<file path="src/common/tsc_pkg.sv">
// ################################################
// Timestamp counter shared definitions
// Data widths, TCR bit layout, MSR addresses and
// the per-register write strobe bundle
// ################################################

`default_nettype none

package tsc_pkg;

   // Data and register width
   localparam int dw = 32;

   // Compare field width, sets the TCR layout
   localparam int cnt_dw = 28;

   // TCR layout, top bit down
   typedef struct packed {
      // Reserved, read back as written
      logic              rb1;
      // Pending interrupt
      logic              p;
      // Interrupt enable
      logic              i;
      // Count enable
      logic              en;
      // Compare value against low TSR bits
      logic [cnt_dw-1:0] cnt;
   } tcr_t;

   // MSR select on the software port
   typedef enum logic [1:0] {
      msr_tsr = 2'd0,
      msr_tcr = 2'd1,
      msr_imr = 2'd2,
      msr_irr = 2'd3
   } msr_addr_e;

   // One strobe per writable register
   // IRR is read-only, so no strobe
   typedef struct packed {
      logic tsr_we;
      logic tcr_we;
      logic imr_we;
   } msr_wr_t;

endpackage

`default_nettype wire

</file>
<file path="src/source/irq_pic.sv">
// ################################################
// Interrupt unit
// Samples request lines into IRR, holds the IMR
// mask and raises one processor interrupt
// ################################################

`default_nettype none

module irq_pic #(
   parameter int nirq = 8
) (
   input  wire                         clk,
   input  wire                         rst_n,
   input  wire                         imr_we,
   input  wire [tsc_pkg::dw-1:0]       wdata,
   input  wire [nirq-1:0]              irq_lines,
   output logic [nirq-1:0]             imr,
   output logic [nirq-1:0]             irr,
   output logic                        cpu_irq
);

   import tsc_pkg::*;

   // Unmasked requests
   logic [nirq-1:0] irq_pend;

   // Raw requests, sampled every edge
   // Line 0 is the timer
   always_ff @(posedge clk or negedge rst_n) begin
      if (!rst_n)
         irr <= '0;
      else
         irr <= irq_lines;
   end

   // Mask register, set bit blocks the line
   always_ff @(posedge clk or negedge rst_n) begin
      if (!rst_n)
         imr <= '0;
      else if (imr_we)
         imr <= wdata[nirq-1:0];
   end

   assign irq_pend = irr & ~imr;

   // Any unmasked request
   assign cpu_irq = |irq_pend;

   // Keep the line count within the data word
   initial begin
      if (nirq < 2 || nirq > dw)
         $error("nirq out of range");
   end

endmodule

`default_nettype wire

</file>
<file path="src/source/msr_decode.sv">
// ################################################
// MSR port decoder
// Turns address and write strobe into per-register
// write enables and selects the read data
// ################################################

`default_nettype none

module msr_decode #(
   parameter int nirq = 8
) (
   input  wire tsc_pkg::msr_addr_e     msr_addr,
   input  wire                         msr_we,
   input  wire [tsc_pkg::dw-1:0]       tsr,
   input  wire tsc_pkg::tcr_t          tcr,
   input  wire [nirq-1:0]              imr,
   input  wire [nirq-1:0]              irr,
   output tsc_pkg::msr_wr_t            wr,
   output logic [tsc_pkg::dw-1:0]      msr_rdata
);

   import tsc_pkg::*;

   // Write strobes, at most one set
   always_comb begin
      wr = '0;
      if (msr_we) begin
         case (msr_addr)
            msr_tsr: wr.tsr_we = 1'b1;
            msr_tcr: wr.tcr_we = 1'b1;
            msr_imr: wr.imr_we = 1'b1;
            // IRR write is ignored
            default: wr = '0;
         endcase
      end
   end

   // Read mux, purely combinational
   always_comb begin
      msr_rdata = '0;
      case (msr_addr)
         msr_tsr: msr_rdata = tsr;
         // Already carries the write bypass
         msr_tcr: msr_rdata = tcr;
         // Mask and request, zero extended
         msr_imr: msr_rdata[nirq-1:0] = imr;
         msr_irr: msr_rdata[nirq-1:0] = irr;
         default: msr_rdata = '0;
      endcase
   end

endmodule

`default_nettype wire

</file>
<file path="src/source/tsc_top.sv">
// ################################################
// Timestamp counter and interrupt top level
// MSR decoder, TSR counter, TCR control and
// interrupt unit behind one MSR port
// ################################################

`default_nettype none

module tsc_top #(
   parameter int nirq = 8
) (
   input  wire                         clk,
   input  wire                         rst_n,
   input  wire tsc_pkg::msr_addr_e     msr_addr,
   input  wire [tsc_pkg::dw-1:0]       msr_wdata,
   input  wire                         msr_we,
   output logic [tsc_pkg::dw-1:0]      msr_rdata,
   input  wire [nirq-2:0]              ext_irq,
   output logic                        cpu_irq
);

   import tsc_pkg::*;

   msr_wr_t          wr;
   logic [dw-1:0]    tsr;
   tcr_t             tcr;
   logic             count_en;
   logic             tsc_irq;
   logic [nirq-1:0]  imr;
   logic [nirq-1:0]  irr;

   msr_decode #(.nirq(nirq)) u_decode (
      .msr_addr(msr_addr), .msr_we(msr_we), .tsr(tsr), .tcr(tcr),
      .imr(imr), .irr(irr), .wr(wr), .msr_rdata(msr_rdata)
   );

   tsc_counter u_counter (
      .clk(clk), .rst_n(rst_n), .tsr_we(wr.tsr_we), .count_en(count_en),
      .wdata(msr_wdata), .tsr(tsr)
   );

   tsc_ctrl u_ctrl (
      .clk(clk), .rst_n(rst_n), .tcr_we(wr.tcr_we), .wdata(msr_wdata),
      .tsr(tsr), .tcr(tcr), .count_en(count_en), .tsc_irq(tsc_irq)
   );

   // Timer on line 0, external lines above
   irq_pic #(.nirq(nirq)) u_pic (
      .clk(clk), .rst_n(rst_n), .imr_we(wr.imr_we), .wdata(msr_wdata),
      .irq_lines({ext_irq, tsc_irq}), .imr(imr), .irr(irr), .cpu_irq(cpu_irq)
   );

endmodule

`default_nettype wire

</file>
<file path="src/tsc/tsc_counter.sv">
// ################################################
// Timestamp register (TSR)
// Free-running 32-bit counter, software write
// takes priority over the increment
// ################################################

`default_nettype none

module tsc_counter (
   input  wire                         clk,
   input  wire                         rst_n,
   input  wire                         tsr_we,
   input  wire                         count_en,
   input  wire [tsc_pkg::dw-1:0]       wdata,
   output logic [tsc_pkg::dw-1:0]      tsr
);

   import tsc_pkg::*;

   // Next value
   logic [dw-1:0] tsr_nxt;

   // Write first, else count, else hold
   always_comb begin
      tsr_nxt = tsr;
      if (tsr_we)
         tsr_nxt = wdata;
      else if (count_en)
         // Wraps silently at 32 bits
         tsr_nxt = tsr + 1'b1;
   end

   always_ff @(posedge clk or negedge rst_n) begin
      if (!rst_n)
         tsr <= '0;
      else
         tsr <= tsr_nxt;
   end

endmodule

`default_nettype wire

</file>
<file path="src/tsc/tsc_ctrl.sv">
// ################################################
// Timer control register (TCR)
// Stores compare value and enables, gives a bypassed
// read view and keeps the pending interrupt latch
// ################################################

`default_nettype none

module tsc_ctrl (
   input  wire                         clk,
   input  wire                         rst_n,
   input  wire                         tcr_we,
   input  wire [tsc_pkg::dw-1:0]       wdata,
   input  wire [tsc_pkg::dw-1:0]       tsr,
   output tsc_pkg::tcr_t               tcr,
   output logic                        count_en,
   output logic                        tsc_irq
);

   import tsc_pkg::*;

   tcr_t tcr_wr;
   tcr_t tcr_q;
   logic irq_set;
   logic irq_clr;

   // Incoming word in TCR layout
   assign tcr_wr = tcr_t'(wdata);

   // Stored TCR
   always_ff @(posedge clk or negedge rst_n) begin
      if (!rst_n)
         tcr_q <= '0;
      else if (tcr_we)
         tcr_q <= tcr_wr;
   end

   // Read view: written word during a write,
   // otherwise stored fields with the live pending bit
   always_comb begin
      tcr = tcr_q;
      tcr.p = tsc_irq;
      if (tcr_we)
         tcr = tcr_wr;
   end

   // Enable being written counts as stored
   assign count_en = tcr.en;

   // Match on low TSR bits with interrupt enabled
   assign irq_set = (tsr[cnt_dw-1:0] == tcr.cnt) & tcr.i;
   // Software acknowledge
   assign irq_clr = tcr_we & ~tcr_wr.p;

   // Pending latch, clear wins
   always_ff @(posedge clk or negedge rst_n) begin
      if (!rst_n)
         tsc_irq <= 1'b0;
      else if (irq_clr)
         tsc_irq <= 1'b0;
      else if (irq_set)
         tsc_irq <= 1'b1;
   end

endmodule

`default_nettype wire

</file>
<file path="config.mk">
export PLATFORM = sky130hd
export DESIGN_NAME = tsc_top
export DESIGN_NICKNAME = d
export VERILOG_FILES = /design/src/common/tsc_pkg.sv /design/src/source/irq_pic.sv /design/src/source/msr_decode.sv /design/src/source/tsc_top.sv /design/src/tsc/tsc_counter.sv /design/src/tsc/tsc_ctrl.sv
export SDC_FILE = /design/constraint.sdc
export NUM_CORES = 1
export LEC_CHECK = 0
export BUFFER_PORTS_ARGS = -buffer_cell sky130_fd_sc_hd__buf_2
export CAP_MARGIN = 20
export CORE_MARGIN = 2
export CORE_UTILIZATION = 57
export DETAILED_ROUTE_END_ITERATION = 7
export PLACE_DENSITY = 0.8
export REMOVE_ABC_BUFFERS = 1
export SLEW_MARGIN = 15
export SYNTH_ARGS = -nofsm -noshare
export SYNTH_HDL_FRONTEND = slang
export SYNTH_SLANG_ARGS = --single-unit
</file>
<file path="constraint.sdc">
create_clock -name clk -period 2.1 [get_ports clk]
set_clock_uncertainty 0.05 [all_clocks]
set_input_delay 0.315 -clock clk [delete_from_list [all_inputs] [get_ports clk]]
set_output_delay 0.315 -clock clk [all_outputs]
set_load 0.01 [all_outputs]
</file>
== Word level (Yosys, flattened, before mapping) ==
Cells that the tools add are included.
Storage, ports and cells
  bits in writable memories: 0
  input bits: 44
  bits in registers: 80
  latch bits: 0
  memories: 0
  logic and storage cells: 33
  output and inout bits: 33
  ROM bits: 0
Cells by class
  magnitude comparators: 0
  bitwise operators: 5
  shift-type cells: 0
  equality and inequality tests: 4
  $add $sub $neg: 1
  mux-type cells: 11
  div/mod/pow operators: 0
  $mul: 0
  reduce and logical (&&, ||, !) cells: 4
Operators with widths (count)
  2-to-1 mux 32 bit: 3
  case mux 24 bit (2 select lines): 1
  adder 32 x 1 -> 32 bit, second input constant: 1
  case mux 8 bit (4 select lines): 1
  equality test 28 bit: 1
  AND 8 bit: 1
  inverter 8 bit: 1
  OR reduction 8 bit: 1
  2-to-1 mux 1 bit: 5
  equality test 2 bit, second input constant: 2
  nonzero test 2 bit: 2
  2-to-1 mux 3 bit: 1
  AND 1 bit: 2
  equality test 2 x 1 -> 1 bit, second input constant: 1
  logical NOT 2 bit: 1
  inverter 1 bit: 1

== Logic depth before layout (Yosys ltp) ==
Gate-level depths: netlist of run 1.
  word-level depth: 8
  gate-level depth with buffers: 10
  mapped depth without buffers: 7

== Hierarchy ==
Synthesis of run 1 repeated with hierarchy kept, for this count alone.
Unflattened totals
  cells, all modules: 438
  area total of the unflattened synthesis: 4757.1 µm²
By module, submodules not included
  tsc_counter: times used 1, sequential area each 800.8 µm², area an instance 1966.9 µm², cells each 219
  tsc_ctrl: times used 1, sequential area each 800.8 µm², area an instance 1597.8 µm², cells each 113
  msr_decode: times used 1, sequential area each 0.0 µm², area an instance 634.4 µm², cells each 68
  irq_pic: times used 1, sequential area each 400.4 µm², area an instance 558.0 µm², cells each 38

== Worst setup path after synthesis of run 1 ==
OpenSTA, ideal clock, no wires.
  path kind: input to output
  from: input port msr_addr[1]
  to: output port msr_rdata[10] (netlist bit)
  required time: 1735 ps
  cell stages on the path: 8
  arrival: 1863 ps
  slack: -128 ps
  path buffers: 5
  cells stage by stage: buf_4 > and3b_1 > buf_6 > buf_6 > buf_2 > buf_1 > nand2_1 > a311oi_1
Between the ends
  longest elaborated chain between the ends: 5
  elaborated cells on any way between the ends: 6
  those cells by class: 1 x eq/ne; 4 x mux; 1 x reduce/logical
Ends and longest elaborated chain
  from (decl): RTL line tsc_top.sv:14  | input wire tsc_pkg::msr_addr_e msr_addr,
  equality test 2 x 1 -> 1 bit: RTL line msr_decode.sv:28, msr_decode.sv:41
  2-to-1 mux 1 bit: RTL line msr_decode.sv:28  | case (msr_addr)
  2-to-1 mux 3 bit: RTL line msr_decode.sv:27  | if (msr_we) begin
  2-to-1 mux 32 bit: RTL line tsc_ctrl.sv:43  | if (tcr_we)
  case mux 24 bit (2 select lines) *: RTL line msr_decode.sv:41  | case (msr_addr)
  to (decl): RTL line tsc_top.sv:17  | output logic [tsc_pkg::dw-1:0] msr_rdata,
Mark *: on every way between the ends. The rest lies on a longest branch, timed or not.

== Worst setup path after layout of run 1 ==
  from: input port msr_we
  to: output port msr_rdata[1] (netlist bit)
Between the ends
  longest elaborated chain between the ends: 3
Ends and longest elaborated chain
  from (decl): RTL line tsc_top.sv:16  | input wire msr_we,
  2-to-1 mux 3 bit: RTL line msr_decode.sv:27
  2-to-1 mux 32 bit: RTL line tsc_ctrl.sv:43
  case mux 8 bit (4 select lines): RTL line msr_decode.sv:41
No other way between the ends.

==> out/qor.txt, run 1 <==
die width = 96.6 um
Worst Hold Class = in2reg
kind of cell with the highest combined delay on the critical path = multiplexers
P_leak = 2.82 nW
WP data required = 1.74 ns
post-synthesis sequential area ratio = 40.9%
WP buf/inv = 3
reg2reg setup slack = 0.12 ns
Core ar. = 0.00826 mm2
Post-Layout Cell Count = 772
Avg Synthesized Cell Area = 8.91 um2
grt ovf = 0
Worst Tran Pin Value = 0.462 ns
Max Cap Viol = 0
post-route core utilization = 74.1%
worst-case clock buffer depth = 2
Num Clock Sinks = 80
Critical Path Source Type = input pin
Hold Vio Cnt, Final = 0
worst r2r dst = u_counter.tsr[19]$_DFFE_PN0P_
H-tree Lvls = 3
final WL = 14,300 um
Unique masters post-synth = 56
Final Cycle Share = 99.2%
status = completed
CP Data Arrival Time = 1.72 ns
drt first-iter violations = 474
Port Buf Inserts = 76
R2R depth = 7
Synth area leader = dfrtp_1
slew margin rel. = 69.1%
final setup vio count = 0
Hold Path End = u_counter.tsr[21]$_DFFE_PN0P_
Hold Crit Start = msr_wdata[21]
fmax = 0.480 GHz
largest net degree at the start of global routing = 42
via count = 4,685
synth warn = 0
Area Overhead vs Synth = 25.0%
Worst path slowest cell = mux4_2
worst skew pair latency = 0.37 ns
n_diodes = 0
Power Dens Cells = 844 mW/mm2
final hold slack = 0.121 ns
RSZ-0062 raised after global routing = yes
min Tclk post-route = 2.08 ns
CP Capture Type = primary output
placed inst area = 0.00570 mm2
dpl hpwl = 10,700 um
Die Area = 0.00934 mm2
DP Cell Count = 746
global placement routability congestion = 0.984
ys async rst share = 100%
initial core utilization = 59.2%
post-route total power = 0.00516 W
Synth Instances = 549
Yosys reg bits = 80
boundary pin count = 77
vias per cell = 6.07
Total GRT Usage = 31.4%
CTS tree = built
CTS Root Cell = clkbuf_8
post-route design area = 0.00612 mm2
vias in the first global route = 4,593
Post-synth EDFFs = 0
Final nets = 707
initial antenna violation count = 0
Final Max Tran Viols = 0
clock transition at the registers of the reported paths = 0.09 ns
top cells by area, synth = dfrtp_1 41%, nand2_1 7.5%, xnor2_1 5.5%
Post-synth top cells = 98 x nand2_1, 80 x dfrtp_1, 46 x o21ai_0
synthesized area = 0.00489 mm2
DRC Markers = 0
Synth Flop Type = dfrtp_1
peak supply drop = 0.574 mV
TritonCTS Buffers = 9
Synth top area share = 40.9%
kind of critical path = in2out
share of cells above drive strength 1 = 27.9%
Routed Antenna Nets = 0
num rows = 33
most frequent cell after synthesis = nand2_1
crit path max fanout = 8
cell breakdown of the critical path = buf_4, and3b_2, buf_12, mux2_4, mux4_2, buf_6
drt pass-1 iters = 5
reg-to-reg startpoint = u_counter.tsr[12]$_DFFE_PN0P_
first-pass GRT wire length = 23,400 um
hold depth = 3
die height = 96.6 um
DR WL/cell = 18.6 um
Max stage delay on crit path = 0.47 ns
[cell usage in the layout, fill, tap and decap left out, types with 3 or more instances in the layout]
master | Yosys | final
dfrtp_1 | 80 | 79
mux4_2 | 8 | 8
buf_12 | 0 | 5
dlygate4sd3_1 | 0 | 8
a221oi_1 | 4 | 4
xor2_1 | 17 | 17
buf_2 | 9 | 67
o21ai_0 | 46 | 46
and3_1 | 7 | 7
nor2_1 | 40 | 40
mux2_4 | 0 | 3
nand3_1 | 12 | 12
buf_6 | 2 | 9
o31ai_1 | 3 | 3
and4_1 | 3 | 3
mux2i_1 | 20 | 20
a211oi_1 | 21 | 21
a21oi_1 | 7 | 7
buf_4 | 1 | 49
clkinv_4 | 0 | 3
mux2_2 | 12 | 9
clkbuf_8 | 0 | 9
o221ai_1 | 5 | 5
nand2_2 | 0 | 5
nor2_2 | 4 | 4
nand4_1 | 11 | 11
a311oi_1 | 3 | 3
xnor2_1 | 31 | 31
inv_1 | 35 | 35
o21ai_1 | 4 | 4
o22ai_1 | 6 | 6
nand2_1 | 98 | 93
[through the flow]
step	setup WS (ns)	setup TNS [ns]
3_3_place_gp	-0.0667	-0.105
5_1_grt	-0.0182	-0.0302
2_1_floorplan	-1.90	-60.48
4_1_cts	-0.00568	-0.0110
6_report	0.0171	0
3_5_place_dp	-0.106	-0.361
[kinds of logic after synthesis]
family	Yosys count	share of synthesized area, %
AO/OA/AOI/OAI	115	15.3
flip-flops	80	40.9
adder cells (fa/ha/maj)	1	0.256
multiplexers	42	11.1
XOR/XNOR	48	8.59
buffers and inverters	73	6.24
AND/OR/NAND/NOR	190	17.5
[cell type report]
cell class                 count  area (um2)
sequential                    80        2000
inverter                      36         135
fill                         602        2140
multi-input combinational    396        2620
tap                          105         131
clock inverter                 7         104
clock buffer                   9         124
timing repair buffer         139        1000
[routing by layer]
layer	global-route usage, %	part of all wire (%)
met4	12.1	2.9
met3	6.14	8.2
met2	51.7	49
met1	41.1	40
met5	0	0
[registers in the layout (all words and copies together), names as in the netlist]
register	cells
u_counter.tsr	32
u_pic.imr	8
u_pic.irr	8
u_ctrl.tsc_irq	1
u_ctrl.tcr_q	31
[worst max path at each step]
stage                              endpoint  cells past startpoint        start
2_1_floorplan  u_counter.tsr[3]$_DFFE_PN0P_                      2  msr_addr[1]
3_3_place_gp     u_ctrl.tsc_irq$_DFFE_PN0P_                      8  msr_addr[1]
3_5_place_dp     u_ctrl.tsc_irq$_DFFE_PN0P_                      8  msr_addr[1]
4_1_cts                        msr_rdata[5]                      8       msr_we
5_1_grt                        msr_rdata[1]                      6  msr_addr[1]
6_report                       msr_rdata[1]                      6       msr_we
[timing repair]
item | in CTS | in global routing
hold endpoints to repair | 21 | 0
hold buffers | 8 | 0
pin swaps | 0 | 1
setup buffers | 1 | 1
gates resized for setup | 10 | 15
endpoints found under the setup margin | 3 | 11
[tightest hold or removal path, stage by stage]
cell	delay, ns
buf_2	0.09
nand2_1	0.04
o21ai_0	0.06
[report_power, final]
part | internal (W) | total, W | switching [W]
logic | 0.000837 | 0.00177 | 0.000934
clock network | 0.000684 | 0.00133 | 0.000643
registers | 0.00181 | 0.00206 | 0.000250
(Power assumes the default switching activity.)
==> run 2: changes to the inputs <==
--- a/config.mk
+++ b/config.mk
@@ -9,2 +9,3 @@
 export CAP_MARGIN = 20
+export CORE_ASPECT_RATIO = 1.4
 export CORE_MARGIN = 2
==> constraint.sdc (replaced) <==
create_clock -name clk -period 2.1 [get_ports clk]
set_clock_uncertainty 0.05 [all_clocks]
set_input_delay 0.21 -clock clk [delete_from_list [all_inputs] [get_ports clk]]
set_output_delay 0.21 -clock clk [all_outputs]
set_load 0.01 [all_outputs]
==> run 2 against run 1 <==
  * Wire length rose by 0.81%
  * Sequential share of layout area rose by 0.50 points
  * Core utilization fell by 2.9 points
  * Total power rose by 3.0%
  * Register-to-register slack improved by 0.04 ns
  * Critical path depth did not move
  * Clock-buffer cell count rose by 4
  * Largest power group unchanged
==> out/qor.txt, run 2 (same netlist as run 1, synthesis figures left out) <==
final setup TNS = 0 ns (unchanged)
clock transition at the registers of the reported paths = 0.06 ns (-0.03 ns)
n_diodes = 0 (unchanged)
vias in the first global route = 4,452 (-3.1%)
final WL = 14,400 um (+0.81%)
most frequent cells in the layout = 98 x nand2_1, 80 x dfrtp_1, 75 x buf_2, 46 x o21ai_0, 44 x buf_4
PnR worst setup slack = 0.0756 ns (+0.0584 ns)
Core ar. = 0.00846 mm2 (+2.4%)
num rows = 40 (+21%)
Place WS = -0.0130 ns (+0.0928 ns)
Max Cap Viol = 0 (unchanged)
Worst Hold Class = in2reg
grt ovf = 0 (unchanged)
reg2reg setup slack = 0.16 ns (+0.04 ns)
crit path max fanout = 17 (+9)
DR WL/cell = 18.9 um (+2.0%)
Combinational Power Share = 31.2% (-3.1 points)
CP Data Arrival Time = 1.76 ns (+0.04 ns)
Area Overhead vs Synth = 23.1%
largest net degree at the start of global routing = 40 (-4.8%)
dpl hpwl = 10,800 um (+1.4%)
CP most frequent cell = buf_2
Max stage delay on crit path = 0.44 ns (-0.03 ns)
hold depth = 3 (unchanged)
peak supply drop = 0.565 mV (-1.6%)
Hold Path End = u_counter.tsr[6]$_DFFE_PN0P_
initial core utilization = 57.8% (-1.4 points)
fmax = 0.494 GHz (+2.9%)
worst r2r dst = u_counter.tsr[25]$_DFFE_PN0P_
slew margin rel. = 69.0% (-0.10 points)
post-route total power = 0.00532 W (+3.0%)
Sw Share = 33.1% (-2.3 points)
Hold Crit Start = msr_wdata[6]
WP buf/inv = 3 (unchanged)
initial antenna violation count = 0 (unchanged)
final setup vio count = 0 (unchanged)
Net Sw Power = 0.00176 W (-3.6%)
Num Clock Sinks = 80 (unchanged)
Internal Dissipation = 0.00356 W (+6.7%)
worst skew pair latency = 0.33 ns (-0.04 ns)
Power Dens Cells = 883 mW/mm2 (+4.6%)
Routed Antenna Nets = 0 (unchanged)
Worst path slowest cell = mux4_2
Hold Vio Cnt, Final = 0 (unchanged)
die width = 82.3 um (-15%)
Port Buf Inserts = 76 (unchanged)
CP Capture Type = primary output
Final Cycle Share = 96.4% (-2.8 points)
global placement routability congestion = 0.978 (-0.67%)
Fillers = 666 (+11%)
R2R depth = 8 (+1)
status = completed
kind of cell with the highest combined delay on the critical path = multiplexers
biggest regs = u_counter.tsr x32, u_ctrl.tcr_q x31
Reg power frac = 39.3% (-0.7 points)
kind of critical path = in2out
drt pass-1 iters = 4 (-1)
P_leak = 2.77 nW (-1.7%)
via count = 4,552 (-2.8%)
Final nets = 698 (-1.3%)
H-tree Lvls = 3 (unchanged)
CTS Root Cell = clkbuf_16
TritonCTS Buffers = 9 (unchanged)
cell breakdown of the critical path = buf_2, and3b_1, buf_12, mux2_2, mux4_2, buf_2
clock power share = 29.6% (+3.9 points)
commonest non-fill, non-tap cell in the layout = nand2_1
WP data required = 1.84 ns (+0.10 ns)
CTS tree = built
reg-to-reg startpoint = u_counter.tsr[4]$_DFFE_PN0P_
post-route core utilization = 71.2% (-2.9 points)
min Tclk post-route = 2.02 ns (-0.0584 ns)
RSZ-0062 raised after global routing = no
DRC Markers = 0 (unchanged)
Critical Path Source Type = input pin
worst-case clock buffer depth = 2 (unchanged)
Die Area = 0.00935 mm2 (+0.10%)
Most flops, register = u_counter.tsr
boundary pin count = 77 (unchanged)
share of cells above drive strength 1 = 25.8% (-2.1 points)
max reg flops = 32 (unchanged)
drt first-iter violations = 332 (-30%)
die height = 114 um (+18%)
Final Max Tran Viols = 0 (unchanged)
Total GRT Usage = 32.7% (+1.3 points)
vias per cell = 5.97 (-1.7%)
first-pass GRT wire length = 22,900 um (-1.8%)
Worst Tran Pin Value = 0.463 ns (+0.00151 ns)
run 2: cell count changes in the layout (fill, tap and decap cells not counted), moves of 2 or more:
cell | previous run | this run
buf_2 | 67 | 75
clkbuf_8 | 9 | 2
mux2_4 | 3 | 0
nand2_2 | 5 | 0
buf_6 | 9 | 0
clkinv_4 | 3 | 0
inv_6 | 2 | 0
buf_12 | 5 | 3
clkbuf_1 | 0 | 2
mux2_2 | 9 | 12
clkinv_2 | 0 | 2
clkbuf_16 | 0 | 9
nand2_1 | 93 | 98
buf_4 | 49 | 44
run 2: worst max path at each step:
stage / start / end / slack (ns) / depth (start not counted)
final: msr_we / msr_rdata[1] / 0.08 / 6
after global routing: u_counter.tsr[3]$_DFFE_PN0P_ / u_counter.tsr[25]$_DFFE_PN0P_ / 0.01 / 8
after CTS: u_counter.tsr[15]$_DFFE_PN0P_ / u_ctrl.tsc_irq$_DFFE_PN0P_ / 0.03 / 7
after detailed placement: msr_addr[1] / u_ctrl.tsc_irq$_DFFE_PN0P_ / -0.01 / 8
after global placement: msr_addr[1] / u_ctrl.tsc_irq$_DFFE_PN0P_ / 0.03 / 8
after floorplan: msr_addr[1] / u_counter.tsr[3]$_DFFE_PN0P_ / -1.79 / 2
run 2: worst reg2reg max path: stages, from the launching register on:
cell     delay, ns
dfrtp_1       0.43
and3_1        0.25
nand4_1       0.13
buf_4         0.17
nor4_1        0.16
buf_4         0.19
nand3_1       0.11
xor2_1        0.17
o21ai_0       0.18
run 2: through the flow:
step                hold slack [ns]  instances  area (um2)
detailed placement            0.134        739        5620
finish                       0.0581        763        6020
global route                 0.0694        763        6020
global placement              0.129        739        5620
CTS                          0.0552        763        6000
floorplan                    -0.136        512        4720
run 2: final cells by class:
cell class | instances | area (um2) | area share (%)
Multi-Input combinational cell | 396 | 2610 | 43.3
Sequential cell | 80 | 2000 | 33.3
Timing Repair Buffer | 130 | 846 | 14.0
Clock buffer | 13 | 260 | 4.32
Inverter | 36 | 135 | 2.24
Tap cell | 105 | 131 | 2.18
Clock inverter | 3 | 40.0 | 0.665
run 2: power groups by stage:
stage	clock [W]	combinational [W]	sequential [W]
4_1_cts	0.00159	0.00164	0.00208
5_1_grt	0.00166	0.00181	0.00211
3_5_place_dp	0	0.00162	0.00210
2_1_floorplan	0	0.000912	0.00207
6_report	0.00157	0.00166	0.00209
3_3_place_gp	0	0.00159	0.00208
run 2: what timing repair did:
| action | CTS | global route |
|---|---|---|
| gates resized for setup | 0 | 3 |
| setup buffers | 0 | 0 |
| hold buffers | 8 | 0 |
| endpoints found under the hold margin | 34 | 0 |
| endpoints found under the setup margin | 0 | 4 |
run 2: layer usage:
metal | share of wire [%] | wire length [um] | GRT usage [%]
met1 | 39 | 5690 | 40.8
met2 | 53 | 7650 | 56.9
met3 | 5.2 | 755 | 4.91
met4 | 2.4 | 347 | 11.0
met5 | 0 | 0 | 0
